## config.mk

```make
export PLATFORM = sky130hd
export DESIGN_NAME = dsp_ram
export DESIGN_NICKNAME = d
export VERILOG_FILES = /design/src/dsp_pkg.sv /design/src/dsp_ram.sv
export VERILOG_INCLUDE_DIRS = /design/src
export SDC_FILE = /design/constraint.sdc
export NUM_CORES = 2
export LEC_CHECK = 0
export BUFFER_PORTS_ARGS = -buffer_cell sky130_fd_sc_hd__buf_2
export CORE_MARGIN = 2
export CORE_UTILIZATION = 59
export CTS_BUF_LIST = sky130_fd_sc_hd__clkbuf_8
export DETAILED_ROUTE_END_ITERATION = 8
export MAX_ROUTING_LAYER = met4
export PLACE_DENSITY = 0.82
export SLEW_MARGIN = 20
export SYNTH_ARGS = -nofsm -noshare
export SYNTH_HDL_FRONTEND = slang
export SYNTH_SLANG_ARGS = --single-unit
```

## constraint.sdc

```tcl
create_clock -name clk -period 3.3 [get_ports clk]
set_input_delay 0.66 -clock clk [delete_from_list [all_inputs] [get_ports clk]]
set_output_delay 0.66 -clock clk [all_outputs]
set_load 0.1 [all_outputs]
```

## src/dsp_params.svh

```systemverilog
// DSP core size parameters
`ifndef DSP_PARAMS_SVH
`define DSP_PARAMS_SVH

// Data path
`define DSP_WORD_W      16
`define DSP_ACC_W       36

// Data RAM, 256 words
`define DSP_RAM_AW      8
`define DSP_RAM_DEPTH   (1 << `DSP_RAM_AW)

// Program ROM, 256 words
`define DSP_ROM_AW      8
`define DSP_ROM_DEPTH   (1 << `DSP_ROM_AW)

// Byte address for ROM programming, low byte at even address
`define DSP_PROG_AW     9

// Instruction immediate field
`define DSP_IMM_W       8

`endif

```

## src/dsp_pkg.sv

```systemverilog
// DSP core shared types
`include "dsp_params.svh"

package dsp_pkg;

    typedef logic [`DSP_WORD_W-1:0]  word_t;
    typedef logic [`DSP_ACC_W-1:0]   acc_t;
    typedef logic [`DSP_RAM_AW-1:0]  ram_addr_t;
    typedef logic [`DSP_ROM_AW-1:0]  rom_addr_t;
    typedef logic [`DSP_PROG_AW-1:0] prog_addr_t;
    typedef logic [`DSP_IMM_W-1:0]   imm_t;

    // Instruction bits 15..12
    typedef enum logic [3:0] {
        OP_NOP  = 4'h0,
        OP_LDAI = 4'h1,
        OP_SETX = 4'h2,
        OP_SETR = 4'h3,
        OP_LDA  = 4'h4,
        OP_STA  = 4'h5,
        OP_MAC  = 4'h6,
        OP_OUT  = 4'h7,
        OP_GOTO = 4'h8
    } opcode_e;

    typedef enum logic [1:0] {
        FETCH,
        EXEC,
        MEM_WAIT,
        HALT
    } seq_state_e;

    // Wishbone classic, master to slave
    typedef struct packed {
        logic      cyc;
        logic      stb;
        logic      we;
        ram_addr_t adr;
        word_t     dat;
    } wb_req_t;

    // Wishbone classic, slave to master
    typedef struct packed {
        logic  ack;
        word_t dat;
    } wb_rsp_t;

    // Sequencer to DAU
    typedef struct packed {
        opcode_e op;
        logic    exec;
        imm_t    imm;
        word_t   ram_dat;   // operand for LDA and MAC
    } dau_ctrl_t;

endpackage

```

## src/dsp_ram.sv

```systemverilog
// Data RAM with Wishbone slave port
`timescale 1ns/10ps
`include "dsp_params.svh"

module dsp_ram (
    input  logic             clk,
    input  logic             reset,
    input  dsp_pkg::wb_req_t req,
    output dsp_pkg::wb_rsp_t rsp
);
    import dsp_pkg::*;

    word_t mem [`DSP_RAM_DEPTH];
    word_t dat_q;
    logic  ack_q;
    logic  access;

    // No second access while the ack is out
    assign access = req.cyc && req.stb && !ack_q;

    always_ff @(posedge clk) begin
        if (reset) begin
            ack_q <= 1'b0;
        end else begin
            ack_q <= access;
        end
    end

    always_ff @(posedge clk) begin
        if (access) begin
            if (req.we) begin
                mem[req.adr] <= req.dat;
            end
            dat_q <= mem[req.adr];
        end
    end

    assign rsp.ack = ack_q;
    assign rsp.dat = dat_q;

endmodule

```

==> out/qor.yml <==
place:
  post-place-ws_ns: -0.9980
  gp_congestion: 0.9153
  hpwlAfterDp_um: 249300
  port_buffers: 45
final_layout:
  area_growth_pct: 16.20
  multi_input_area_mm2: 0.03026
  seq_area_mm2: 0.1235
  drive_above_1_share_pct: 33.19
  fill_cells: 13960
  final_core_util_pct: 68.84
  final_nets: 7933
sta:
  tns_ns: -0.005830
  relSlewSlack_pct: 14.73
  period_share_pct: 100.2
  clock.fmax_ghz: 0.3025
  finalHoldViolations: 0
  worst_pin_slew_ns: 1.263
  timing.final.max_slew_violations: 0
  rsz0062_at_grt: "no"
  fin_ws_ns: -0.005830
  setup_viol: 1
  finalCriticalPeriod_ns: 3.306
  finClkSkew_ns: 0.08278
floorplan:
  io_pins: 46
  fp.dieW_um: 517.0
  core-area_mm2: 0.2620
  initial_core_util_pct: 59.25
  die-area_mm2: 0.2673
  die_h_um: 517.0
  std_cell_rows: 188
critical_path:
  critPathMaxFanout: 21
  crit_family: "buffers and inverters"
  worstPathArrival_ns: 4.07
  rr_endpoint: "dat_q[13]"
  reg2reg_slack_ns: 0.05
  cp_data_required_time_ns: 4.07
  cp-endpoint: "dat_q[13]"
  crit_type: "input port to register"
  endpoint_kind: "register"
  cp-startpoint: "req[16]"
  path_depth: 11
  crit_buf_inv: 6
  reg2reg_from: "mem[127][13]"
  start_kind: "input port"
  critical_path.cell_chain: "buf_12 > buf_12 > buf_12 > buf_4 > mux4_2 > a22oi_1 > buf_4 > a21oi_1 > o41ai_1 > buf_4 > nand4_1"
  ff2ff_path_depth: 7
  max_stage_delay_ns: 0.95
  critPathSlowestCell: "o41ai_1"
yosys:
  synth_edf_count: 4112
  synth_top_family_by_area: "multiplexers"
  synth_common_cells: "4112 x edfxtp_1, 1024 x mux4_2, 512 x a22oi_1"
  synth_cell_types: 23
  avgSynthCellArea_um2: 23.14
  syn-num-nets: 6737
  synth-seq-cells: 4113
  synth_fa_ha_area_share_pct: 0
  synth_area_leaders: "edfxtp_1 80%, mux4_2 15%, a22oi_1 2.5%"
  synth-xor-area-share_pct: 0
  synth_ff_type: "edfxtp_1"
  yosysMostFrequentCell: "edfxtp_1"
  ys_warn_count: 0
  ys_seq_area_share_pct: 79.54
  async_flop_share_pct: 0
  synth.top_cell.area_share_pct: 79.53
  synth_compound_area_share_pct: 3.662
  muxShareOfSynthArea_pct: 14.85
  synthCells: 6708
  synth_area_leader_cell: "edfxtp_1"
  synthesis.area_mm2: 0.1553
  synth-simple-area-share_pct: 0.8486
cts:
  clock-sinks: 4113
  cts_made_buffers: 614
  htree_levels: 6
  cts_tree: "yes"
  clk_path_buf_depth: 4
  clockRootBuffer: "clkbuf_8"
  clkTransAtPathRegs_ns: 0.06
  insertion_delay_ns: 1.13
run:
  drv_cap: 0
drt:
  route.met3.wl_um: 63670
  vias: 82680
  dr_wl_met2_um: 200100
  routedWlPerCell_um: 35.71
  first_iter_violations: 15220
  drc: 0
  wirelength_um: 424600
  first_pass_iters: 8
  ant_nets: 0
  highest-signal-layer: "met4"
  drt-met1-wl_um: 132400
  via_per_inst: 6.954
power:
  powerDensity_mw_per_mm2: 559.5
  power_uw: 100900
  leakage_uw: 0.05735
  ir_worst_vdd_uv: 559.8
run_status:
  violations: "negative setup slack"
  status: "finished with violations"
global_route:
  grt_pass1_wl_um: 598400
  antenna_found_initial: 10
  grtUsageTotal_pct: 32.81
  grt_pass1_vias: 83260
  grt_max_degree: 137
  grt-ovfl-total: 0
worst_hold_path:
  hp-class: "input port to register"
per-layer routing:
| metal | vias up | GRT usage (%) |
|---|---|---|
| li1 | 31450 | - |
| met2 | 8018 | 48.99 |
| met4 | 0 | 17.70 |
| met1 | 41780 | 41.55 |
| met5 | - | - |
| met3 | 1437 | 8.870 |
worst min-delay path by stage:
stage                     startpoint           to  slack (ns)  cells after the start
after floorplan                reset        ack_q        0.73                      1
after global placement        req[9]  mem[227][9]        0.96                      1
after detailed placement      req[9]  mem[226][9]        0.96                      1
after CTS                     req[1]   mem[50][1]        0.02                      1
after global routing          req[7]  mem[253][7]        0.04                      1
final                         req[7]  mem[253][7]        0.05                      1
layout make-up:
type	count	area share, %
clock inverters	429	1.131
repair buffers	993	6.322
multi-input cells	2182	16.78
well taps	3515	2.438
diodes	23	0.03190
clock buffers	635	4.845
flip-flops and latches	4113	68.46
report_power, final:
group / total [µW] / internal [µW] / switching [µW] / leakage (µW)
sequential: 57500 / 57500 / 41.1 / 0.0370
combinational: 5580 / 2080 / 3500 / 0.0142
clock: 37800 / 18500 / 19300 / 0.00622
timing repair:
item,4_1_cts,5_1_grt
hold buffers,11,0
resized for setup,1,0
setup endpoints to repair,1,0
setup buffers,0,0
endpoints found under the hold margin,306,0
stage by stage:
step | hold slack [ns] | instances | cell area (µm²)
4_1_cts | 0.01964 | 11870 | 180300
3_5_place_dp | 0.9596 | 10790 | 169400
6_report | 0.04773 | 11890 | 180400
2_1_floorplan | 0.7316 | 6708 | 155300
5_1_grt | 0.03936 | 11890 | 180400
3_3_place_gp | 0.9587 | 10790 | 169400
registers in the layout, indices dropped and copies added, names as in the netlist:
name,count
mem,4096
dat_q,16
ack_q,1
cell families after synthesis:
kind of cell | count (synthesis)
flops | 4113
buf+inv | 413
compound gates | 832
simple gates | 326
mux | 1024
cell usage in the layout (no fill, tap or decap), types with 17 or more instances in the layout:
cell type,n
mux4_2,1024
a21oi_1,256
buf_8,17
clkinv_1,143
buf_2,28
clkbuf_8,635
nor2_1,258
a22oi_1,512
edfxtp_1,4112
nand2_2,17
inv_1,197
diode_2,23
buf_4,628
buf_12,309
o41ai_1,48
clkinvlp_4,18
clkinv_2,52
No activity file was read; power rests on OpenSTA's default activity.
