===== src/dsp_params.svh =====
// DSP core size parameters
`ifndef DSP_PARAMS_SVH
`define DSP_PARAMS_SVH

// Data path
`define DSP_WORD_W      16
`define DSP_ACC_W       36

// Data RAM, 256 words
`define DSP_RAM_AW      8
`define DSP_RAM_DEPTH   (1 << `DSP_RAM_AW)

// Program ROM, 256 words
`define DSP_ROM_AW      8
`define DSP_ROM_DEPTH   (1 << `DSP_ROM_AW)

// Byte address for ROM programming, low byte at even address
`define DSP_PROG_AW     9

// Instruction immediate field
`define DSP_IMM_W       8

`endif


===== src/dsp_pkg.sv =====
// DSP core shared types
`include "dsp_params.svh"

package dsp_pkg;

    typedef logic [`DSP_WORD_W-1:0]  word_t;
    typedef logic [`DSP_ACC_W-1:0]   acc_t;
    typedef logic [`DSP_RAM_AW-1:0]  ram_addr_t;
    typedef logic [`DSP_ROM_AW-1:0]  rom_addr_t;
    typedef logic [`DSP_PROG_AW-1:0] prog_addr_t;
    typedef logic [`DSP_IMM_W-1:0]   imm_t;

    // Instruction bits 15..12
    typedef enum logic [3:0] {
        OP_NOP  = 4'h0,
        OP_LDAI = 4'h1,
        OP_SETX = 4'h2,
        OP_SETR = 4'h3,
        OP_LDA  = 4'h4,
        OP_STA  = 4'h5,
        OP_MAC  = 4'h6,
        OP_OUT  = 4'h7,
        OP_GOTO = 4'h8
    } opcode_e;

    typedef enum logic [1:0] {
        FETCH,
        EXEC,
        MEM_WAIT,
        HALT
    } seq_state_e;

    // Wishbone classic, master to slave
    typedef struct packed {
        logic      cyc;
        logic      stb;
        logic      we;
        ram_addr_t adr;
        word_t     dat;
    } wb_req_t;

    // Wishbone classic, slave to master
    typedef struct packed {
        logic  ack;
        word_t dat;
    } wb_rsp_t;

    // Sequencer to DAU
    typedef struct packed {
        opcode_e op;
        logic    exec;
        imm_t    imm;
        word_t   ram_dat;   // operand for LDA and MAC
    } dau_ctrl_t;

endpackage


===== src/dsp_rom.sv =====
// Program ROM
`timescale 1ns/10ps
`include "dsp_params.svh"

module dsp_rom (
    input  logic                clk,
    input  dsp_pkg::prog_addr_t prog_addr,
    input  logic [7:0]          prog_data,
    input  logic                prog_we,
    input  dsp_pkg::rom_addr_t  addr,
    output dsp_pkg::word_t      dout
);
    import dsp_pkg::*;

    logic [7:0] mem_lo [`DSP_ROM_DEPTH];
    logic [7:0] mem_hi [`DSP_ROM_DEPTH];
    rom_addr_t  prog_word;

    assign prog_word = prog_addr[`DSP_PROG_AW-1:1];

    // One byte per write, bit 0 picks the half
    always_ff @(posedge clk) begin
        if (prog_we && !prog_addr[0]) begin
            mem_lo[prog_word] <= prog_data;
        end
        if (prog_we && prog_addr[0]) begin
            mem_hi[prog_word] <= prog_data;
        end
    end

    always_ff @(posedge clk) begin
        dout <= {mem_hi[addr], mem_lo[addr]};
    end

endmodule


===== config.mk =====
export PLATFORM = sky130hd
export DESIGN_NAME = dsp_rom
export DESIGN_NICKNAME = d
export VERILOG_FILES = /design/src/dsp_pkg.sv /design/src/dsp_rom.sv
export VERILOG_INCLUDE_DIRS = /design/src
export SDC_FILE = /design/constraint.sdc
export NUM_CORES = 2
export LEC_CHECK = 0
export ABC_AREA = 0
export BUFFER_PORTS_ARGS = -buffer_cell sky130_fd_sc_hd__buf_2
export CAP_MARGIN = 20
export CORE_AREA = 2 2 642 644
export CTS_CLUSTER_DIAMETER = 80
export DETAILED_ROUTE_END_ITERATION = 12
export DIE_AREA = 0 0 644 646
export SETUP_SLACK_MARGIN = 0.2
export SLEW_MARGIN = 20
export SYNTH_ARGS = -nofsm -noshare
export SYNTH_HDL_FRONTEND = slang
export SYNTH_SLANG_ARGS = --single-unit

===== constraint.sdc =====
create_clock -name clk -period 5.4 [get_ports clk]
set_input_delay 1.08 -clock clk [delete_from_list [all_inputs] [get_ports clk]]
set_output_delay 1.08 -clock clk [all_outputs]
set_load 0.01 [all_outputs]

==> impl_metrics.toml <==
[cts]
cts_tree = "yes"
insertion_delay_ps = 980
cts_made_buffers = 417
path_clk_slew_ps = 60
cts_resized = 0
clk_path_buf_depth = 4
htreeDepth = 5
cts_sinks = 4112
ctsHoldBuffers = 0
cts-root-buf = "clkbuf_16"
post_cts_buffers = 0

[power_and_ir_drop]
leakage_nw = 55.5
power.total_w = 0.0662
power_density_nw_per_um2 = 369
vdd_drop_max_mv = 0.283

[timing]
fin_tns_setup_ps = 0
tightest_slew_ps = 1160
setup-violations-final = 0
maxSlewHeadroom_pct = 22.2
final-hold-violation-count = 0
fmax_ghz = 0.257
fin_skew_ps = 45.9
holdWs_ps = 575
drv_slew = 0
rsz0062_at_grt = "no"
period_minus_slack_ps = 3900
period_share_pct = 72.2

[synth]
synth_warnings = 0
synth.cell_area_um2 = 159000
ys_seq_area_share_pct = 77.7
syn_avg_cell_area_um2 = 21.1
synth.distinct_cells = 53
synth-seq-cells = 4112
ys_async_sr_fraction_pct = 0
synth-edff-count = 4096
synth-main-ff-cell = "edfxtp_1"
syn_nets = 7534
netlist_instances = 7507

[route]
dr.first_iter.drc_count = 9655
drc = 0
firstDrtPassIters = 6
via_per_inst = 5.79
wl_mm = 414
vias = 78721
ant_nets = 0
routedWlPerCell_um = 30.4

[placement]
io_buffers = 42
gp_congestion = 0.862
dp_hpwl_mm = 254
place_area_um2 = 166000

[worst_hold_path]
whs_path_depth = 1
hp-class = "input port to flip-flop"

[critical_path]
cp.required_ps = 6280
crit_cells = 9
cp_cell_sequence = "buf_8 > nand2b_4 > buf_4 > o221ai_1 > o32ai_1 > a211o_1 > a2111oi_0 > nand4_1 > nor2_1"
endpoint_kind = "flip-flop"
startpoint_type = "input port"
critPathTopFamily = "compound AO/OA/AOI/OAI gates"
r2r_cells = 6
critical_path_arrival_ps = 4780
slowest_delay_ps = 780
critical_path.slowest_cell = "a2111oi_0"
critPathKind = "input port to flip-flop"
cp_max_fo = 43
cp.buffers_inverters = 2

[floorplan]
fp.dieArea_um2 = 416000
coreArea_um2 = 409000
die_w_um = 644
num_rows = 235
io_pins = 43
die_y_um = 646
start_util_pct = 38.8

[global_routing]
antenna_found_initial = 22
grt_max_degree = 165
grtUsageTotal_pct = 19.5
grt_pass1_wl_mm = 590
overflow = 0
grt_pass1_vias = 78356

[layout]
fillers = 34629
final_util_pct = 43.9
area_growth_pct = 13.1
final_nets = 7809
final_layout_size_suffix_gt1_share_pct = 21.7
final_area_um2 = 180000

[status]
status = "completed"

[run]
cap_violations = 0
[sequential cells by signal (all words and copies together), names as in the netlist]
register,flops
dout,16
mem_hi,2048
mem_lo,2048
[power breakdown]
part | leakage [nW] | total [W] | switching (W) | internal, W
clock | 6.36 | 0.0277 | 0.0119 | 0.0158
sequential | 36.9 | 0.0353 | 0.000119 | 0.0352
combinational | 12.2 | 0.00319 | 0.00214 | 0.00105
total | 55.5 | 0.0662 | 0.0142 | 0.0520
[layer usage]
| layer | part of all wire (%) | GRT usage [%] |
|---|---|---|
| met1 | 41 | 27.6 |
| met2 | 48 | 31.3 |
| met3 | 7.8 | 3.20 |
| met4 | 3.0 | 5.65 |
| met5 | 0.019 | 0 |
[stage by stage]
step | setup slack [ps] | std cells
finish | 1500 | 13607
global route | 1650 | 13573
CTS | 1730 | 13570
detailed placement | 699 | 12814
global placement | 73.7 | 12814
floorplan | 2210 | 7507
[logic make-up after synthesis]
| group | count (synthesis) | share of synthesized area [%] |
|---|---|---|
| buffers and inverters | 486 | 1.75 |
| and+or+nand+nor | 739 | 2.01 |
| AOI/OAI and AO/OA | 863 | 3.90 |
| DFF | 4112 | 77.7 |
| muxes | 1307 | 14.6 |
[layout by cell type, fill, tap and decap left out, types with 30 or more instances in the layout]
cell type	synthesis	routed
nor2_1	530	525
mux4_2	813	813
clkbuf_16	0	428
mux2i_1	494	494
edfxtp_1	4096	4096
buf_2	57	30
o211ai_1	30	30
a21oi_1	186	186
a22oi_1	193	193
buf_12	5	66
buf_4	51	233
clkbuf_1	256	94
o221ai_1	239	239
o21ai_0	33	33
clkinv_1	1	97
clkinv_2	0	77
o22ai_1	99	99
diode_2	0	37
nor3_1	40	40
[layout make-up]
| cell class | instances | area (um^2) | share of cell area [%] |
|---|---|---|---|
| tap | 5451 | 6820 | 3.80 |
| clock buffer | 523 | 11100 | 6.17 |
| timing repair buffer | 340 | 3380 | 1.88 |
| clock inverter | 233 | 1930 | 1.07 |
| antenna | 37 | 92.6 | 0.0516 |
| sequential | 4112 | 123000 | 68.7 |
| inverter | 2 | 17.5 | 0.00976 |
| multi-input combinational | 2909 | 32900 | 18.3 |
[worst paths after layout]
kind | start | to | slack [ps]
setup reg to reg | mem_hi[155][2] | dout[10] | 2510
setup / recovery | addr[1] | dout[10] | 1500
hold reg to reg | mem_hi[86][5] | dout[13] | 970
hold / removal | prog_data[6] | mem_lo[178][6] | 570
[synth_stat cells, drive strengths merged (6+ instances only)]
cell | count | area share, %
mux4 | 813 | 12
a22o | 16 | 0.088
o22ai | 99 | 0.39
o221ai | 242 | 1.3
nor3 | 43 | 0.15
a211o | 7 | 0.039
nand4 | 17 | 0.067
buf | 228 | 1.1
a22oi | 193 | 0.91
clkbuf | 256 | 0.61
nand2b | 6 | 0.024
nor2 | 530 | 1.3
o21ai | 33 | 0.10
a21oi | 186 | 0.59
or4 | 23 | 0.11
and3 | 23 | 0.091
a221oi | 14 | 0.077
o31ai | 7 | 0.033
edfxtp | 4096 | 77
a211oi | 20 | 0.095
nor2b | 13 | 0.051
dfxtp | 16 | 0.20
mux2i | 494 | 3.1
o211ai | 30 | 0.14
nand2 | 38 | 0.090
nand3 | 16 | 0.050
nor4 | 15 | 0.059
No activity file was read; power rests on OpenSTA's default activity.
