==> src/dsp_params.svh <==
// DSP core size parameters
`ifndef DSP_PARAMS_SVH
`define DSP_PARAMS_SVH

// Data path
`define DSP_WORD_W      16
`define DSP_ACC_W       36

// Data RAM, 256 words
`define DSP_RAM_AW      8
`define DSP_RAM_DEPTH   (1 << `DSP_RAM_AW)

// Program ROM, 256 words
`define DSP_ROM_AW      8
`define DSP_ROM_DEPTH   (1 << `DSP_ROM_AW)

// Byte address for ROM programming, low byte at even address
`define DSP_PROG_AW     9

// Instruction immediate field
`define DSP_IMM_W       8

`endif

==> src/dsp_pkg.sv <==
// DSP core shared types
`include "dsp_params.svh"

package dsp_pkg;

    typedef logic [`DSP_WORD_W-1:0]  word_t;
    typedef logic [`DSP_ACC_W-1:0]   acc_t;
    typedef logic [`DSP_RAM_AW-1:0]  ram_addr_t;
    typedef logic [`DSP_ROM_AW-1:0]  rom_addr_t;
    typedef logic [`DSP_PROG_AW-1:0] prog_addr_t;
    typedef logic [`DSP_IMM_W-1:0]   imm_t;

    // Instruction bits 15..12
    typedef enum logic [3:0] {
        OP_NOP  = 4'h0,
        OP_LDAI = 4'h1,
        OP_SETX = 4'h2,
        OP_SETR = 4'h3,
        OP_LDA  = 4'h4,
        OP_STA  = 4'h5,
        OP_MAC  = 4'h6,
        OP_OUT  = 4'h7,
        OP_GOTO = 4'h8
    } opcode_e;

    typedef enum logic [1:0] {
        FETCH,
        EXEC,
        MEM_WAIT,
        HALT
    } seq_state_e;

    // Wishbone classic, master to slave
    typedef struct packed {
        logic      cyc;
        logic      stb;
        logic      we;
        ram_addr_t adr;
        word_t     dat;
    } wb_req_t;

    // Wishbone classic, slave to master
    typedef struct packed {
        logic  ack;
        word_t dat;
    } wb_rsp_t;

    // Sequencer to DAU
    typedef struct packed {
        opcode_e op;
        logic    exec;
        imm_t    imm;
        word_t   ram_dat;   // operand for LDA and MAC
    } dau_ctrl_t;

endpackage

==> src/dsp_ram_arbiter.sv <==
// Two-master RAM arbiter
`timescale 1ns/10ps

module dsp_ram_arbiter (
    input  logic             clk,
    input  logic             reset,
    input  dsp_pkg::wb_req_t m0_req,
    input  dsp_pkg::wb_req_t m1_req,
    output dsp_pkg::wb_rsp_t m0_rsp,
    output dsp_pkg::wb_rsp_t m1_rsp,
    output dsp_pkg::wb_req_t s_req,
    input  dsp_pkg::wb_rsp_t s_rsp
);
    import dsp_pkg::*;

    logic    busy;
    logic    owner;     // current owner, and last winner once idle
    logic    m0_want;
    logic    m1_want;
    logic    pick;
    wb_req_t cur_req;

    assign m0_want = m0_req.cyc && m0_req.stb;
    assign m1_want = m1_req.cyc && m1_req.stb;

    // Tie goes to the master that lost last time
    assign pick    = (m0_want && m1_want) ? ~owner : m1_want;
    assign cur_req = owner ? m1_req : m0_req;

    always_ff @(posedge clk) begin
        if (reset) begin
            busy  <= 1'b0;
            owner <= 1'b1;
        end else if (!busy) begin
            if (m0_want || m1_want) begin
                busy  <= 1'b1;
                owner <= pick;
            end
        end else if (!cur_req.cyc) begin
            // Owner closed its cycle
            busy <= 1'b0;
        end
    end

    always_comb begin
        s_req      = busy ? cur_req : '0;
        m0_rsp.dat = s_rsp.dat;
        m0_rsp.ack = busy && !owner && s_rsp.ack;
        m1_rsp.dat = s_rsp.dat;
        m1_rsp.ack = busy && owner && s_rsp.ack;
    end

endmodule

==> config.mk <==
export PLATFORM = sky130hd
export DESIGN_NAME = dsp_ram_arbiter
export DESIGN_NICKNAME = d
export VERILOG_FILES = /design/src/dsp_pkg.sv /design/src/dsp_ram_arbiter.sv
export VERILOG_INCLUDE_DIRS = /design/src
export SDC_FILE = /design/constraint.sdc
export NUM_CORES = 1
export LEC_CHECK = 0
export BUFFER_PORTS_ARGS = -buffer_cell sky130_fd_sc_hd__buf_4
export CAP_MARGIN = 20
export CORE_MARGIN = 5
export CORE_UTILIZATION = 31
export CTS_CLUSTER_SIZE = 40
export DETAILED_ROUTE_END_ITERATION = 8
export PLACE_DENSITY_LB_ADDON = 0.12
export SLEW_MARGIN = 40
export SYNTH_ARGS = -nofsm -noshare
export SYNTH_HDL_FRONTEND = slang
export SYNTH_SLANG_ARGS = --single-unit
==> constraint.sdc <==
create_clock -name clk -period 3.3 [get_ports clk]
set_clock_uncertainty 0.1 [all_clocks]
set_input_delay 0.165 -clock clk [delete_from_list [all_inputs] [get_ports clk]]
set_output_delay 0.165 -clock clk [all_outputs]
set_load 0.01 [all_outputs]
==> flow_summary.json <==
{
  "rows": 19,
  "p_switching_mw": 0.08128,
  "grt_usage": 0.1192,
  "clk_latency_ns": 0.22,
  "cts_sinks": 2,
  "max_freq_mhz": 595.9,
  "post_cts_resized": 0,
  "area_growth_pct": 48.01,
  "cts_buffers": 3,
  "syn_nets": 178,
  "path_buf_inv": 1,
  "powerDensity_mw_per_mm2": 202.6,
  "power_frac_clock": 0.213,
  "drtIter0Drc": 18,
  "post_cts_buffers": 0,
  "antenna_found_initial": 0,
  "wl_per_cell_um": 13.69,
  "ys_ff_latch": 2,
  "clk_path_buf_depth": 2,
  "peakVddDrop_v": 0.0001369,
  "power_leakage_nw": 0.7781,
  "finalHoldViolations": 0,
  "vias": 860,
  "syn_inst": 105,
  "ctsHoldBuffers": 0,
  "startpoint_type": "register",
  "ys_types": 17,
  "finalNonFillerCells": 185,
  "post-route-drc-count": 0,
  "io_pins": 134,
  "worst_slew_pin_slew_ns": 0.4861,
  "n_antenna_cell": 0,
  "switching_share": 0.3201,
  "worstHoldStart": "reset",
  "post-route-period-util": 0.5085,
  "setup_violations": 0,
  "coreArea_mm2": 0.002686,
  "crit_path_max_fanout": 31,
  "maxCapViolations": 0,
  "grt_pass1_wl_mm": 3.836,
  "p_comb_frac": 0.601,
  "cts_tree": "done",
  "yosysWarnings": 0,
  "timing.rr.start": "owner$_SDFFE_PP1P_",
  "dieHeight_um": 62.27,
  "die_area_mm2": 0.003878,
  "critical_path.cell_chain": "mux2i_1, nor2b_1, buf_4",
  "status": "finished, final reports clean",
  "fill_cells": 282,
  "gr-total-overflow": 0,
  "required_ns": 3.03,
  "finalMaxSlewViolations": 0,
  "avgSynthCellArea_um2": 8.067,
  "placed_cells": 182,
  "timing.setup.tns_ns": 0,
  "htreeDepth": 1,
  "end_kind": "output port",
  "nNetsFinal": 229,
  "detail_route.wirelength_mm": 2.533,
  "syn_area_um2": 847.1,
  "dp_hpwl_mm": 1.998,
  "ys_seq_area_frac": 0.04727,
  "root_buffer": "clkbuf_4",
  "grt_pass1_vias": 871,
  "final_antenna_net_count": 0,
  "start_util": 0.3153,
  "first_pass_iters": 2,
  "p_seq_frac": 0.186,
  "slowest_delay_ns": 0.65,
  "die_w_um": 62.27,
  "hp-class": "in -> reg",
  "critical-path-top-delay-family": "flip-flops",
  "critPathLaunch": "owner$_SDFFE_PP1P_",
  "crit_type": "reg -> out",
  "rsz0062_at_grt": "no",
  "place_congestion": 0.6801,
  "drive_gt1_frac": 0.5844,
  "cp.arrival_ns": 1.41,
  "finalCriticalPeriod_ns": 1.678,
  "crit_slowest_cell": "dfxtp_4",
  "port_buffers": 85,
  "grt_start_max_net_pins": 34,
  "path_clk_slew_ns": 0.03,
  "p_int_mw": 0.1727,
  "viasPerCell": 4.649,
  "relSlewSlack": 0.6760
}
[area by class of cell]
type / instances / area (um2) / share of cell area
Timing Repair Buffer: 85 / 638.1 / 0.5090
Tap cell: 31 / 38.79 / 0.03094
Sequential cell: 2 / 45.04 / 0.03593
Clock buffer: 3 / 22.52 / 0.01796
Multi-Input combinational cell: 64 / 509.2 / 0.4062
[path summary, 6_finish.rpt]
path | depth (start not counted) | slack [ns] | endpoint
min | 2 | 0.04 | owner$_SDFFE_PP1P_
min reg2reg | 2 | 0.66 | busy$_SDFF_PP0_
max | 3 | 1.62 | s_req[26]
max reg2reg | 2 | 1.93 | owner$_SDFFE_PP1P_
[state kept, by name, indices dropped and copies added, names as in the netlist]
name   count
owner      1
busy       1
[stage by stage]
stage	power (mW)	area [um2]	utilization	setup WS [ns]	hold slack (ns)
after floorplan	0.1548	847.1	-	2.171	0.1594
after global placement	0.2006	1227	0.4569	1.653	0.2301
after detailed placement	0.2035	1227	0.4569	1.602	0.2301
after CTS	0.2627	1250	0.4653	1.346	0.03032
after global routing	0.2799	1254	0.4667	1.530	0.02546
final	0.2540	1254	0.4667	1.622	0.03990
[metal layers]
metal / vias to the layer above / routed length [um] / part of all wire / GRT usage
met5: - / 0 / 0 / 0
met4: 0 / 44 / 0.017 / 0.05570
met2: 58 / 1277 / 0.50 / 0.2137
li1: 413 / - / - / -
met1: 376 / 852 / 0.34 / 0.1027
met3: 13 / 358 / 0.14 / 0.07387
[cell usage in the layout (no fill, tap or decap), types with 3 or more instances in the layout]
master and count:
nor2b_1 27, buf_4 85, mux2i_1 27, clkbuf_4 3
[power groups by stage]
stage / logic (mW) / clock network (mW) / registers, mW
final: 0.153 / 0.0540 / 0.0474
after global placement: 0.153 / 0 / 0.0476
after detailed placement: 0.155 / 0 / 0.0482
after global routing: 0.164 / 0.0659 / 0.0499
after floorplan: 0.126 / 0 / 0.0283
after CTS: 0.156 / 0.0590 / 0.0480
[cells by family (layout without fill, tap and decap cells)]
| family | Yosys count | count (layout) | share of synthesized area |
|---|---|---|---|
| AOI/OAI and AO/OA | 3 | 3 | 0.02660 |
| muxes | 27 | 27 | 0.3191 |
| buffers and inverters | 39 | 88 | 0.3515 |
| DFF | 2 | 2 | 0.04727 |
| and+or+nand+nor | 34 | 34 | 0.2555 |
[cells in the mapped netlist, drive strengths merged]
master	number	area share
nand3b	1	0.0089
buf	36	0.34
and3	1	0.0074
or2	1	0.0074
nor2b	27	0.20
a211o	1	0.010
or2b	1	0.0089
a22oi	1	0.0089
nor2	1	0.0044
and4bb	1	0.015
mux2i	27	0.32
o22ai	1	0.0074
nand2	1	0.0044
dfxtp	2	0.047
clkbuf	3	0.015
Power figures use the tool's default switching activity.
