===== config.mk =====
export PLATFORM = sky130hd
export DESIGN_NAME = dsp_seq
export DESIGN_NICKNAME = d
export VERILOG_FILES = /design/src/dsp_pkg.sv /design/src/dsp_seq.sv
export VERILOG_INCLUDE_DIRS = /design/src
export SDC_FILE = /design/constraint.sdc
export NUM_CORES = 1
export LEC_CHECK = 0
export BUFFER_PORTS_ARGS = -buffer_cell sky130_fd_sc_hd__buf_2
export CORE_MARGIN = 3
export CORE_UTILIZATION = 30
export DETAILED_ROUTE_END_ITERATION = 16
export SLEW_MARGIN = 20
export SYNTH_ARGS = -nofsm -noshare
export SYNTH_HDL_FRONTEND = slang
export SYNTH_SLANG_ARGS = --single-unit

===== constraint.sdc =====
create_clock -name clk -period 1.85 [get_ports clk]
set_input_delay 0.185 -clock clk [delete_from_list [all_inputs] [get_ports clk]]
set_output_delay 0.185 -clock clk [all_outputs]
set_load 0.03 [all_outputs]

===== src/dsp_params.svh =====
// DSP core size parameters
`ifndef DSP_PARAMS_SVH
`define DSP_PARAMS_SVH

// Data path
`define DSP_WORD_W      16
`define DSP_ACC_W       36

// Data RAM, 256 words
`define DSP_RAM_AW      8
`define DSP_RAM_DEPTH   (1 << `DSP_RAM_AW)

// Program ROM, 256 words
`define DSP_ROM_AW      8
`define DSP_ROM_DEPTH   (1 << `DSP_ROM_AW)

// Byte address for ROM programming, low byte at even address
`define DSP_PROG_AW     9

// Instruction immediate field
`define DSP_IMM_W       8

`endif


===== src/dsp_pkg.sv =====
// DSP core shared types
`include "dsp_params.svh"

package dsp_pkg;

    typedef logic [`DSP_WORD_W-1:0]  word_t;
    typedef logic [`DSP_ACC_W-1:0]   acc_t;
    typedef logic [`DSP_RAM_AW-1:0]  ram_addr_t;
    typedef logic [`DSP_ROM_AW-1:0]  rom_addr_t;
    typedef logic [`DSP_PROG_AW-1:0] prog_addr_t;
    typedef logic [`DSP_IMM_W-1:0]   imm_t;

    // Instruction bits 15..12
    typedef enum logic [3:0] {
        OP_NOP  = 4'h0,
        OP_LDAI = 4'h1,
        OP_SETX = 4'h2,
        OP_SETR = 4'h3,
        OP_LDA  = 4'h4,
        OP_STA  = 4'h5,
        OP_MAC  = 4'h6,
        OP_OUT  = 4'h7,
        OP_GOTO = 4'h8
    } opcode_e;

    typedef enum logic [1:0] {
        FETCH,
        EXEC,
        MEM_WAIT,
        HALT
    } seq_state_e;

    // Wishbone classic, master to slave
    typedef struct packed {
        logic      cyc;
        logic      stb;
        logic      we;
        ram_addr_t adr;
        word_t     dat;
    } wb_req_t;

    // Wishbone classic, slave to master
    typedef struct packed {
        logic  ack;
        word_t dat;
    } wb_rsp_t;

    // Sequencer to DAU
    typedef struct packed {
        opcode_e op;
        logic    exec;
        imm_t    imm;
        word_t   ram_dat;   // operand for LDA and MAC
    } dau_ctrl_t;

endpackage


===== src/dsp_seq.sv =====
// Instruction sequencer
`timescale 1ns/10ps

module dsp_seq (
    input  logic                clk,
    input  logic                reset,
    input  dsp_pkg::word_t      rom_dout,
    output dsp_pkg::rom_addr_t  pc,
    output dsp_pkg::wb_req_t    core_req,
    input  dsp_pkg::wb_rsp_t    core_rsp,
    input  dsp_pkg::ram_addr_t  ptr_addr,
    input  dsp_pkg::word_t      store_dat,
    output logic [1:0]          ptr_sel,
    output logic                ptr_load,
    output logic                ptr_inc,
    output dsp_pkg::imm_t       imm,
    output dsp_pkg::dau_ctrl_t  dau_ctrl,
    output logic                fault
);
    import dsp_pkg::*;

    seq_state_e state;
    word_t      ir;
    word_t      instr;
    opcode_e    op;
    logic       op_valid;
    logic       op_mem;
    logic       simple_done;
    logic       mem_done;

    // ROM word is valid in EXEC, held in ir while the RAM access runs
    assign instr = (state == MEM_WAIT) ? ir : rom_dout;
    assign op    = opcode_e'(instr[15:12]);

    always_comb begin
        op_valid = 1'b0;
        op_mem   = 1'b0;
        case (op)
            OP_NOP, OP_LDAI, OP_SETX, OP_SETR, OP_OUT, OP_GOTO: begin
                op_valid = 1'b1;
            end
            OP_LDA, OP_STA, OP_MAC: begin
                op_valid = 1'b1;
                op_mem   = 1'b1;
            end
            default: begin
                op_valid = 1'b0;
            end
        endcase
    end

    assign simple_done = (state == EXEC) && op_valid && !op_mem;
    assign mem_done    = (state == MEM_WAIT) && core_rsp.ack;

    // Pointer unit control
    assign ptr_sel  = instr[11:10];
    assign imm      = instr[7:0];
    assign ptr_load = (state == EXEC) && (op == OP_SETR);
    assign ptr_inc  = mem_done && instr[9];

    always_comb begin
        dau_ctrl.op      = op;
        dau_ctrl.exec    = simple_done || mem_done;
        dau_ctrl.imm     = imm;
        dau_ctrl.ram_dat = core_rsp.dat;
    end

    always_ff @(posedge clk) begin
        if (state == EXEC) begin
            ir <= rom_dout;
        end
    end

    always_ff @(posedge clk) begin
        if (reset) begin
            state    <= FETCH;
            pc       <= '0;
            fault    <= 1'b0;
            core_req <= '0;
        end else begin
            case (state)
                FETCH: begin
                    state <= EXEC;
                end
                EXEC: begin
                    if (!op_valid) begin
                        fault <= 1'b1;
                        state <= HALT;
                    end else if (op_mem) begin
                        // Start the bus cycle, held until ack
                        core_req.cyc <= 1'b1;
                        core_req.stb <= 1'b1;
                        core_req.we  <= (op == OP_STA);
                        core_req.adr <= ptr_addr;
                        core_req.dat <= store_dat;
                        state        <= MEM_WAIT;
                    end else begin
                        pc    <= (op == OP_GOTO) ? rom_addr_t'(imm) : pc + 1'b1;
                        state <= FETCH;
                    end
                end
                MEM_WAIT: begin
                    if (core_rsp.ack) begin
                        core_req.cyc <= 1'b0;
                        core_req.stb <= 1'b0;
                        pc           <= pc + 1'b1;
                        state        <= FETCH;
                    end
                end
                HALT: begin
                    // Only reset gets out of here
                    state <= HALT;
                end
                default: begin
                    state <= HALT;
                end
            endcase
        end
    end

endmodule


==> run metrics, run 1 <==
syn_area_per_cell 8.875 sq um; initial antenna violation count 0; vias in the first global route 2166; reg2reg setup slack -0.02 ns; Final Hold Fails 0; Gate power share 24.5%; Power Density 806.1 mW/mm^2; synthesized area 0.002485 sq mm; worst slack, placed 0.03594 ns; Internal Power 1.751 mW; gpl congestion 0.8268; Port Buf Inserts 102; global route overflow 0; Nets 427; critical path class reg2out; asr flop ratio synth 0%; placed cell count 458; global-route wire length before repair 10460 um; Worst-Skew Late Latency 0.30 ns; Slew HR 76.31%; fraction of the cycle the final worst path needs 105.2%; H-tree Lvls 2; Synth Warn # 0; crit-path max FO 5; Post-route DRC 0; Die ar. 0.009411 sq mm; final std cells w/o fill 470; IO Count 136; Sink Count 52; syn nets 340; 1st-iter DRT viols 68; violated checks setup timing; skew final 0.007140 ns; Distinct cells, synth 40; top_reg_cell synth dfxtp_1; CTS clock-pin slew for the worst setup and hold paths 0.10 ns; Final Slew Violations 0; Clk pwr share 25.5%; wire per inst 13.36 um; Hold-fix buffers, CTS 0; DRT Pass-1 Iters 4; critical path required time 1.66 ns; largest net degree at the start of global routing 33; Hold Crit Class in2reg; core area 0.007888 sq mm; synthesis-to-finish area growth 28.60%; status finished, violations left; Fmax 513.9 MHz; CTS tree done; Vias per Instance 4.721; worst setup margin -0.09590 ns; Root Buffer clkbuf_8; max-cap viol count 0; Num CTS Buffers 5; Setup TNS Final -0.2927 ns; Max Buffers Root-to-Sink 2; VDD IR max 0.3342 mV; Vias 2219; post-synthesis sequential area ratio 47.94%; initial core utilization 31.50%; Post-synth EDFFs 15; Die X 97.01 um; Psw 0.8249 mW; Post-DRT Antenna Nets 0; die height 97.01 um; Setup crit end kind output port; static leakage 1.391 nW; Slew @ Worst Pin 0.3545 ns; Cells after Synth 280; Net Sw Frac 32.03%; row cnt 32; final setup fails 12; routed wire length 6278 um; RSZ-0062 raised after global routing yes; DP HPWL 4635 um; # diodes 0; min Tclk post-route 1.946 ns; sequential cell fraction of total power 49.9%; crit path DAT 1.76 ns; share of cells above drive strength 1 39.67%; Synth Register Bits 52; CP Launch Type register; total track usage 13.21%
## metal layers
| layer | track usage (%) | share of wire (%) | up-vias |
|---|---|---|---|
| met4 | 3.456 | 0.61 | 0 |
| met1 | 17.00 | 44 | 1006 |
| met5 | 0 | 0 | - |
| met3 | 4.686 | 8.6 | 2 |
| met2 | 21.07 | 46 | 92 |
| li1 | - | - | 1119 |
## synth_stat cells, types with 4 or more instances
library cell | n | area share (%)
a21oi_1 | 31 | 6.2
a31oi_1 | 4 | 1.0
a32o_1 | 4 | 1.6
buf_2 | 5 | 1.0
buf_4 | 25 | 7.6
clkbuf_1 | 7 | 1.1
dfxtp_1 | 37 | 30
edfxtp_1 | 15 | 18
inv_1 | 4 | 0.60
mux2_2 | 7 | 3.2
nand2_1 | 78 | 12
nand3_1 | 6 | 1.2
nor2_1 | 7 | 1.1
nor2b_1 | 4 | 1.0
o211ai_1 | 9 | 2.7
## sequential cells by signal, summed over array words and instances, names as in the netlist
register  flops
state         2
ir           15
core_req     26
fault         1
pc            8
## cell usage in the layout, fill, tap and decap left out, types with 5 or more instances in the layout
| cell type | instances |
|---|---|
| dfxtp_1 | 35 |
| a21oi_1 | 31 |
| edfxtp_1 | 15 |
| nand3_1 | 6 |
| nand2_1 | 78 |
| buf_2 | 90 |
| clkbuf_8 | 5 |
| mux2_4 | 5 |
| nor2_1 | 7 |
| buf_4 | 24 |
| o211ai_1 | 9 |
## per-stage QoR
stage	hold WS [ns]	power, mW	instance area, sq um	util, %
floorplan	0.2839	1.781	2506	-
global placement	0.3682	1.897	3009	38.15
detailed placement	0.3656	1.903	3009	38.15
CTS	0.04502	2.587	3136	39.75
global route	0.04212	2.712	3196	40.51
finish	0.05895	2.576	3196	40.51
## power groups by stage
stage	combinational, mW	sequential, mW	clock (mW)
after floorplan	0.420	1.36	0
after global placement	0.589	1.31	0
after detailed placement	0.593	1.31	0
after CTS	0.609	1.29	0.692
after global routing	0.683	1.30	0.733
final	0.632	1.29	0.658
## logic make-up (layout without fill, tap and decap cells)
family	after synthesis	in the layout	synth area share, %
simple gates	113	113	19.69
compound gates	60	60	15.71
flops	52	52	47.94
buf+inv	43	131	10.83
mux	11	11	5.337
fa+ha+maj	1	1	0.5034
## worst max-delay path, stage by stage, from the launching register on
cell	delay [ns]
dfxtp_2	0.34
nor2b_4	0.24
mux2i_4	0.31
inv_4	0.05
o21a_4	0.21
o21ai_4	0.15
buf_6	0.15
## what timing repair did
action,4_1_cts,5_1_grt
setup buffers,3,1
resized for setup,5,27
pin swaps,1,1
setup endpoints to repair,5,26
## final timing paths
kind	to	cells after the start	start
max reg2reg	pc[1]$_SDFFE_PP0P_	7	state[1]$_SDFFE_PP0N_
max	dau_ctrl[24]	6	state[1]$_SDFFE_PP0N_
min	ir[9]$_DFFE_PP_	1	rom_dout[9]
min reg2reg	core_req[6]$_SDFFE_PP0P_	2	core_req[6]$_SDFFE_PP0P_
## cell type report
class / instances / area [sq um]
repair buffers: 118 / 693.2
flip-flops and latches: 52 / 1194
fillers: 794 / 4692
clock buffers: 5 / 68.82
inverters: 5 / 21.27
multi-input cells: 185 / 1069
clock inverters: 3 / 22.52
well taps: 102 / 127.6
Note: power is estimated with default switching activity, not from simulation.
==> run 2, diff against run 1 <==
--- a/config.mk
+++ b/config.mk
@@ -10,6 +10,7 @@
 export CORE_MARGIN = 3
 export CORE_UTILIZATION = 30
 export DETAILED_ROUTE_END_ITERATION = 16
+export PLACE_DENSITY_LB_ADDON = 0.1
 export SLEW_MARGIN = 20
 export SYNTH_ARGS = -nofsm -noshare
 export SYNTH_HDL_FRONTEND = slang
==> run 2 against run 1 <==
  * The flow still finishes with violations (setup timing)
  * Core utilization grew 2.2 points
  * Critical endpoint is now pc[1]$_SDFFE_PP0P_
  * Die area is the same
  * Largest cell class unchanged
  * Worst setup slack lost 0.036 ns
  * Combinational power grew 12%
==> run metrics, run 2 (synthesis gave the netlist of run 1 again) <==
die height 97.01 um; Setup crit end kind register; Clk pwr share 25.1%; max FFs per register 26; critical path class reg2reg; Final Slew Violations 0; Num CTS Buffers 5; Max Buffers Root-to-Sink 2; Setup TNS Final -0.4654 ns; skew final 0.005909 ns; Net Sw Frac 31.21%; Slew @ Worst Pin 0.4050 ns; # diodes 0; commonest non-fill, non-tap cell in the layout buf_2; initial core utilization 31.50%; Final Hold Fails 0; wire per inst 14.24 um; routed wire length 6890 um; Post-DRT Antenna Nets 0; max-cap viol count 0; layout filler cell count 794; share of cells above drive strength 1 41.88%; vias in the first global route 2271; Hold Crit Class in2reg; Worst-Skew Late Latency 0.30 ns; Sink Count 52; fraction of the cycle the final worst path needs 107.2%; core area 0.007888 sq mm; final setup fails 10; sequential cell fraction of total power 48.2%; Top reg by flops core_req; Die X 97.01 um; global route overflow 0; DP HPWL 4869 um; reg2reg setup slack -0.13 ns; Hold-fix buffers, CTS 0; gpl congestion 0.7886; Post-route DRC 0; synthesis-to-finish area growth 35.45%; static leakage 1.469 nW; Power Density 790.7 mW/mm^2; post-layout util 42.67%; Internal Power 1.831 mW; Vias per Instance 4.764; H-tree Lvls 2; Port Buf Inserts 102; Psw 0.8306 mW; dpl cell area 0.003034 sq mm; CP Launch Type register; row cnt 32; CTS tree done; Slew HR 73.00%; min Tclk post-route 1.982 ns; Nets 441; biggest regs core_req x26, ir x15, pc x8; crit-path max FO 5; Root Buffer clkbuf_8; critical path required time 2.04 ns; violated checks setup timing; status finished, violations left; DRT Pass-1 Iters 4; initial antenna violation count 0; crit path DAT 2.17 ns; 1st-iter DRT viols 134; VDD IR max 0.2582 mV; largest net degree at the start of global routing 33; IO Count 136; most frequent cells in the layout buf_2, nand2_1, buf_4; Vias 2306; Fmax 504.5 MHz; Die ar. 0.009411 sq mm; Final Total Pwr 2.661 mW; CTS clock-pin slew for the worst setup and hold paths 0.09 ns; post-route cell area 0.003366 sq mm; global-route wire length before repair 11160 um; Gate power share 26.7%; worst setup margin -0.1323 ns; total track usage 14.34%; RSZ-0062 raised after global routing yes
## run 2: cell types whose count changed in the layout (fill, tap and decap cells not counted), moves of 2 or more
cell,delta
clkbuf_1,+2
o21ai_2,-2
buf_4,+13
mux2_4,+2
mux2_2,-2
o21ai_4,+2
buf_6,+4
buf_2,-3
## run 2: cell type report
type	instances	area, sq um	area share [%]
clock buffer	8	90.09	2.677
timing repair buffer	132	815.8	24.24
sequential	52	1196	35.54
inverter	5	21.27	0.6320
multi-input combinational	185	1115	33.12
tap	102	127.6	3.792
## run 2: worst max-delay path, stage by stage (launching register included)
cell and delay [ns]:
dfxtp_4 0.37, nor2b_4 0.22, buf_4 0.16, mux2_4 0.32
o21ai_4 0.17, o21ai_4 0.09, buf_4 0.14, buf_6 0.12
mux2_4 0.28
## run 2: power groups by stage
stage / registers (mW) / logic, mW / clock network, mW
floorplan: 1.36 / 0.420 / 0
global placement: 1.31 / 0.612 / 0
detailed placement: 1.31 / 0.615 / 0
CTS: 1.28 / 0.656 / 0.703
global route: 1.29 / 0.763 / 0.745
finish: 1.28 / 0.710 / 0.667
## run 2: timing repair
item,CTS,global route
pin swaps,2,2
resized for setup,10,42
setup buffers,7,6
endpoints found under the setup margin,7,22
endpoints found under the hold margin,0,0
## run 2: final timing paths
check,from,end,depth (start not counted)
max,state[0]$_SDFFE_PP0N_,pc[1]$_SDFFE_PP0P_,8
min,rom_dout[9],ir[9]$_DFFE_PP_,1
max reg2reg,state[0]$_SDFFE_PP0N_,pc[1]$_SDFFE_PP0P_,8
min reg2reg,core_req[8]$_SDFFE_PP0P_,core_req[8]$_SDFFE_PP0P_,2
## run 2: per-stage QoR
stage	setup slack (ns)	instances	hold slack, ns
global route	-0.1851	484	0.03859
floorplan	-0.1190	280	0.2839
CTS	-0.1041	478	0.04937
finish	-0.1323	484	0.06001
detailed placement	0.006600	463	0.3702
global placement	0.02267	463	0.3691
## run 2: metal layers
| metal | vias to the layer above | global-route usage, % | wire length [um] |
|---|---|---|---|
| li1 | 1150 | - | - |
| met1 | 1066 | 18.79 | 2987 |
| met2 | 86 | 22.56 | 3329 |
| met4 | 0 | 4.428 | 53 |
| met5 | - | 0 | 0 |
| met3 | 4 | 4.542 | 520 |
==> run 3, diff against run 2 <==
==> constraint.sdc (replaced) <==
create_clock -name clk -period 1.85 [get_ports clk]
set_input_delay 0 -clock clk [delete_from_list [all_inputs] [get_ports clk]]
set_output_delay 0 -clock clk [all_outputs]
set_load 0.03 [all_outputs]
==> run 3 against run 2 <==
  * The flow now finishes without violations
  * Clock power rose by 11%
  * Worst setup slack improved by 0.15 ns
  * Global-route usage rose by 0.080 points
  * Hold slack got worse by 0.060 ns
  * Via count rose by 4.3%
  * Critical endpoint is now dau_ctrl[24]
  * Highest routed layer unchanged
==> run metrics, run 3 (synthesis gave the netlist of run 1 again) <==
status completed; critical path class reg2out; Clk pwr share 27.1%; Hold Crit Class in2out; DRT Pass-1 Iters 4; Max Buffers Root-to-Sink 2; initial core utilization 31.50%; Psw 0.8547 mW; share of cells above drive strength 1 38.01%; Die ar. 0.009411 sq mm; min Tclk post-route 1.834 ns; final setup fails 0; skew final 0.009715 ns; initial antenna violation count 0; biggest regs core_req x26, ir x15, pc x8; Sink Count 52; commonest non-fill, non-tap cell in the layout buf_2; Final Hold Fails 0; Post-route DRC 0; worst setup margin 0.01636 ns; Slew @ Worst Pin 0.3629 ns; final std cells w/o fill 515; total track usage 14.42%; Top reg by flops core_req; Internal Power 1.876 mW; IO Count 136; max-cap viol count 0; max FFs per register 26; Power Density 754.3 mW/mm^2; largest net degree at the start of global routing 33; vias in the first global route 2321; Post-DRT Antenna Nets 0; DP HPWL 4798 um; 1st-iter DRT viols 106; Worst-Skew Late Latency 0.31 ns; CTS clock-pin slew for the worst setup and hold paths 0.10 ns; Gate power share 25.9%; placed cell count 462; sequential cell fraction of total power 47.0%; critical path required time 1.85 ns; Final Total Pwr 2.731 mW; synthesis-to-finish area growth 45.72%; gpl congestion 0.8049; Fmax 545.4 MHz; Slew HR 75.80%; Num CTS Buffers 5; fraction of the cycle the final worst path needs 99.12%; row cnt 32; VDD IR max 0.2916 mV; most frequent cells in the layout buf_2, nand2_1, dlygate4sd3_1; Port Buf Inserts 102; CP cell instances nor2b_4 -> mux2i_4 -> inv_4 -> o21a_4 -> o21ai_4 -> buf_6; Vias per Instance 4.672; CTS tree done; RSZ-0062 raised after global routing yes; worst slack, placed 0.004390 ns; global route overflow 0; routed wire length 7073 um; Die X 97.01 um; # diodes 0; Setup crit end kind output port; H-tree Lvls 2; Crit-path slowest cell dfxtp_2; Net Sw Frac 31.29%; Nets 472; reg2reg setup slack 0.03 ns; global-route wire length before repair 11280 um; die height 97.01 um; Root Buffer clkbuf_8; CP Launch Type register; crit-path max FO 5; core area 0.007888 sq mm; Final Slew Violations 0; crit path DAT 1.83 ns; static leakage 1.565 nW; wire per inst 13.73 um; max incr delay on CP 0.36 ns; Vias 2406
==> run 3: cell count changes in the layout (fill, tap and decap cells not counted), moves of 5 or more <==
cell,delta
buf_6,-5
buf_4,-17
mux2_2,+6
mux2_4,-6
buf_2,+14
dlygate4sd3_1,+39
==> run 3: metal layers <==
metal  up-vias  wire, um  track usage (%)
met5         -         0                0
met4         0        78            3.996
met3         8       498            3.821
met2        85      3253            23.57
met1      1105      3242            18.80
li1       1208         -                -
==> run 3: worst paths after layout <==
kind                                           startpoint                   endpoint  depth (start not counted)
worst max-delay path                state[0]$_SDFFE_PP0N_               dau_ctrl[24]                          6
worst min-delay path                         core_rsp[10]               dau_ctrl[10]                          0
worst max register to register      state[0]$_SDFFE_PP0N_         pc[3]$_SDFFE_PP0P_                          6
worst min register to register  core_req[23]$_SDFFE_PP0P_  core_req[23]$_SDFFE_PP0P_                          2
==> run 3: power by group through the flow <==
stage               Combinational (mW)  Sequential [mW]  Clock (mW)
floorplan                        0.420             1.36           0
global placement                 0.613             1.31           0
detailed placement               0.614             1.31           0
CTS                              0.689             1.28       0.770
global route                     0.760             1.29       0.805
finish                           0.707             1.28       0.741
==> run 3: critical path, delay by kind of cell (launching register included) <==
family,cells,cell delay [ns]
AO/OA/AOI/OAI,2,0.44
AND/OR/NAND/NOR,1,0.21
buffers and inverters,2,0.23
multiplexers,1,0.29
flip-flops,1,0.36
==> run 3: through the flow <==
stage,hold WS [ns],util [%],cell area (sq um),setup TNS (ns)
2_1_floorplan,0.09887,-,2506,-0.1190
3_3_place_gp,0.0002048,38.53,3039,0
3_5_place_dp,0.0002048,38.53,3039,0
4_1_cts,0.0002048,45.19,3565,-0.01696
5_1_grt,0.00004078,45.91,3621,-0.1772
6_report,0.00001007,45.91,3621,0
==> run 3: final cells by class <==
type                    instances  area [sq um]
clock buffers                   6         93.84
clock inverters                 2         12.51
well taps                     102         127.6
repair buffers                163          1097
flip-flops and latches         52          1194
multi-input cells             185          1075
fillers                       748          4267
inverters                       5         21.27
==> run 3: timing repair <==
action | 4_1_cts | 5_1_grt
buffers inserted | 2 | 4
hold endpoints to repair | 39 | 0
hold buffers | 39 | 0
pin swaps | 0 | 3
endpoints found under the setup margin | 15 | 25
resized for setup | 4 | 7
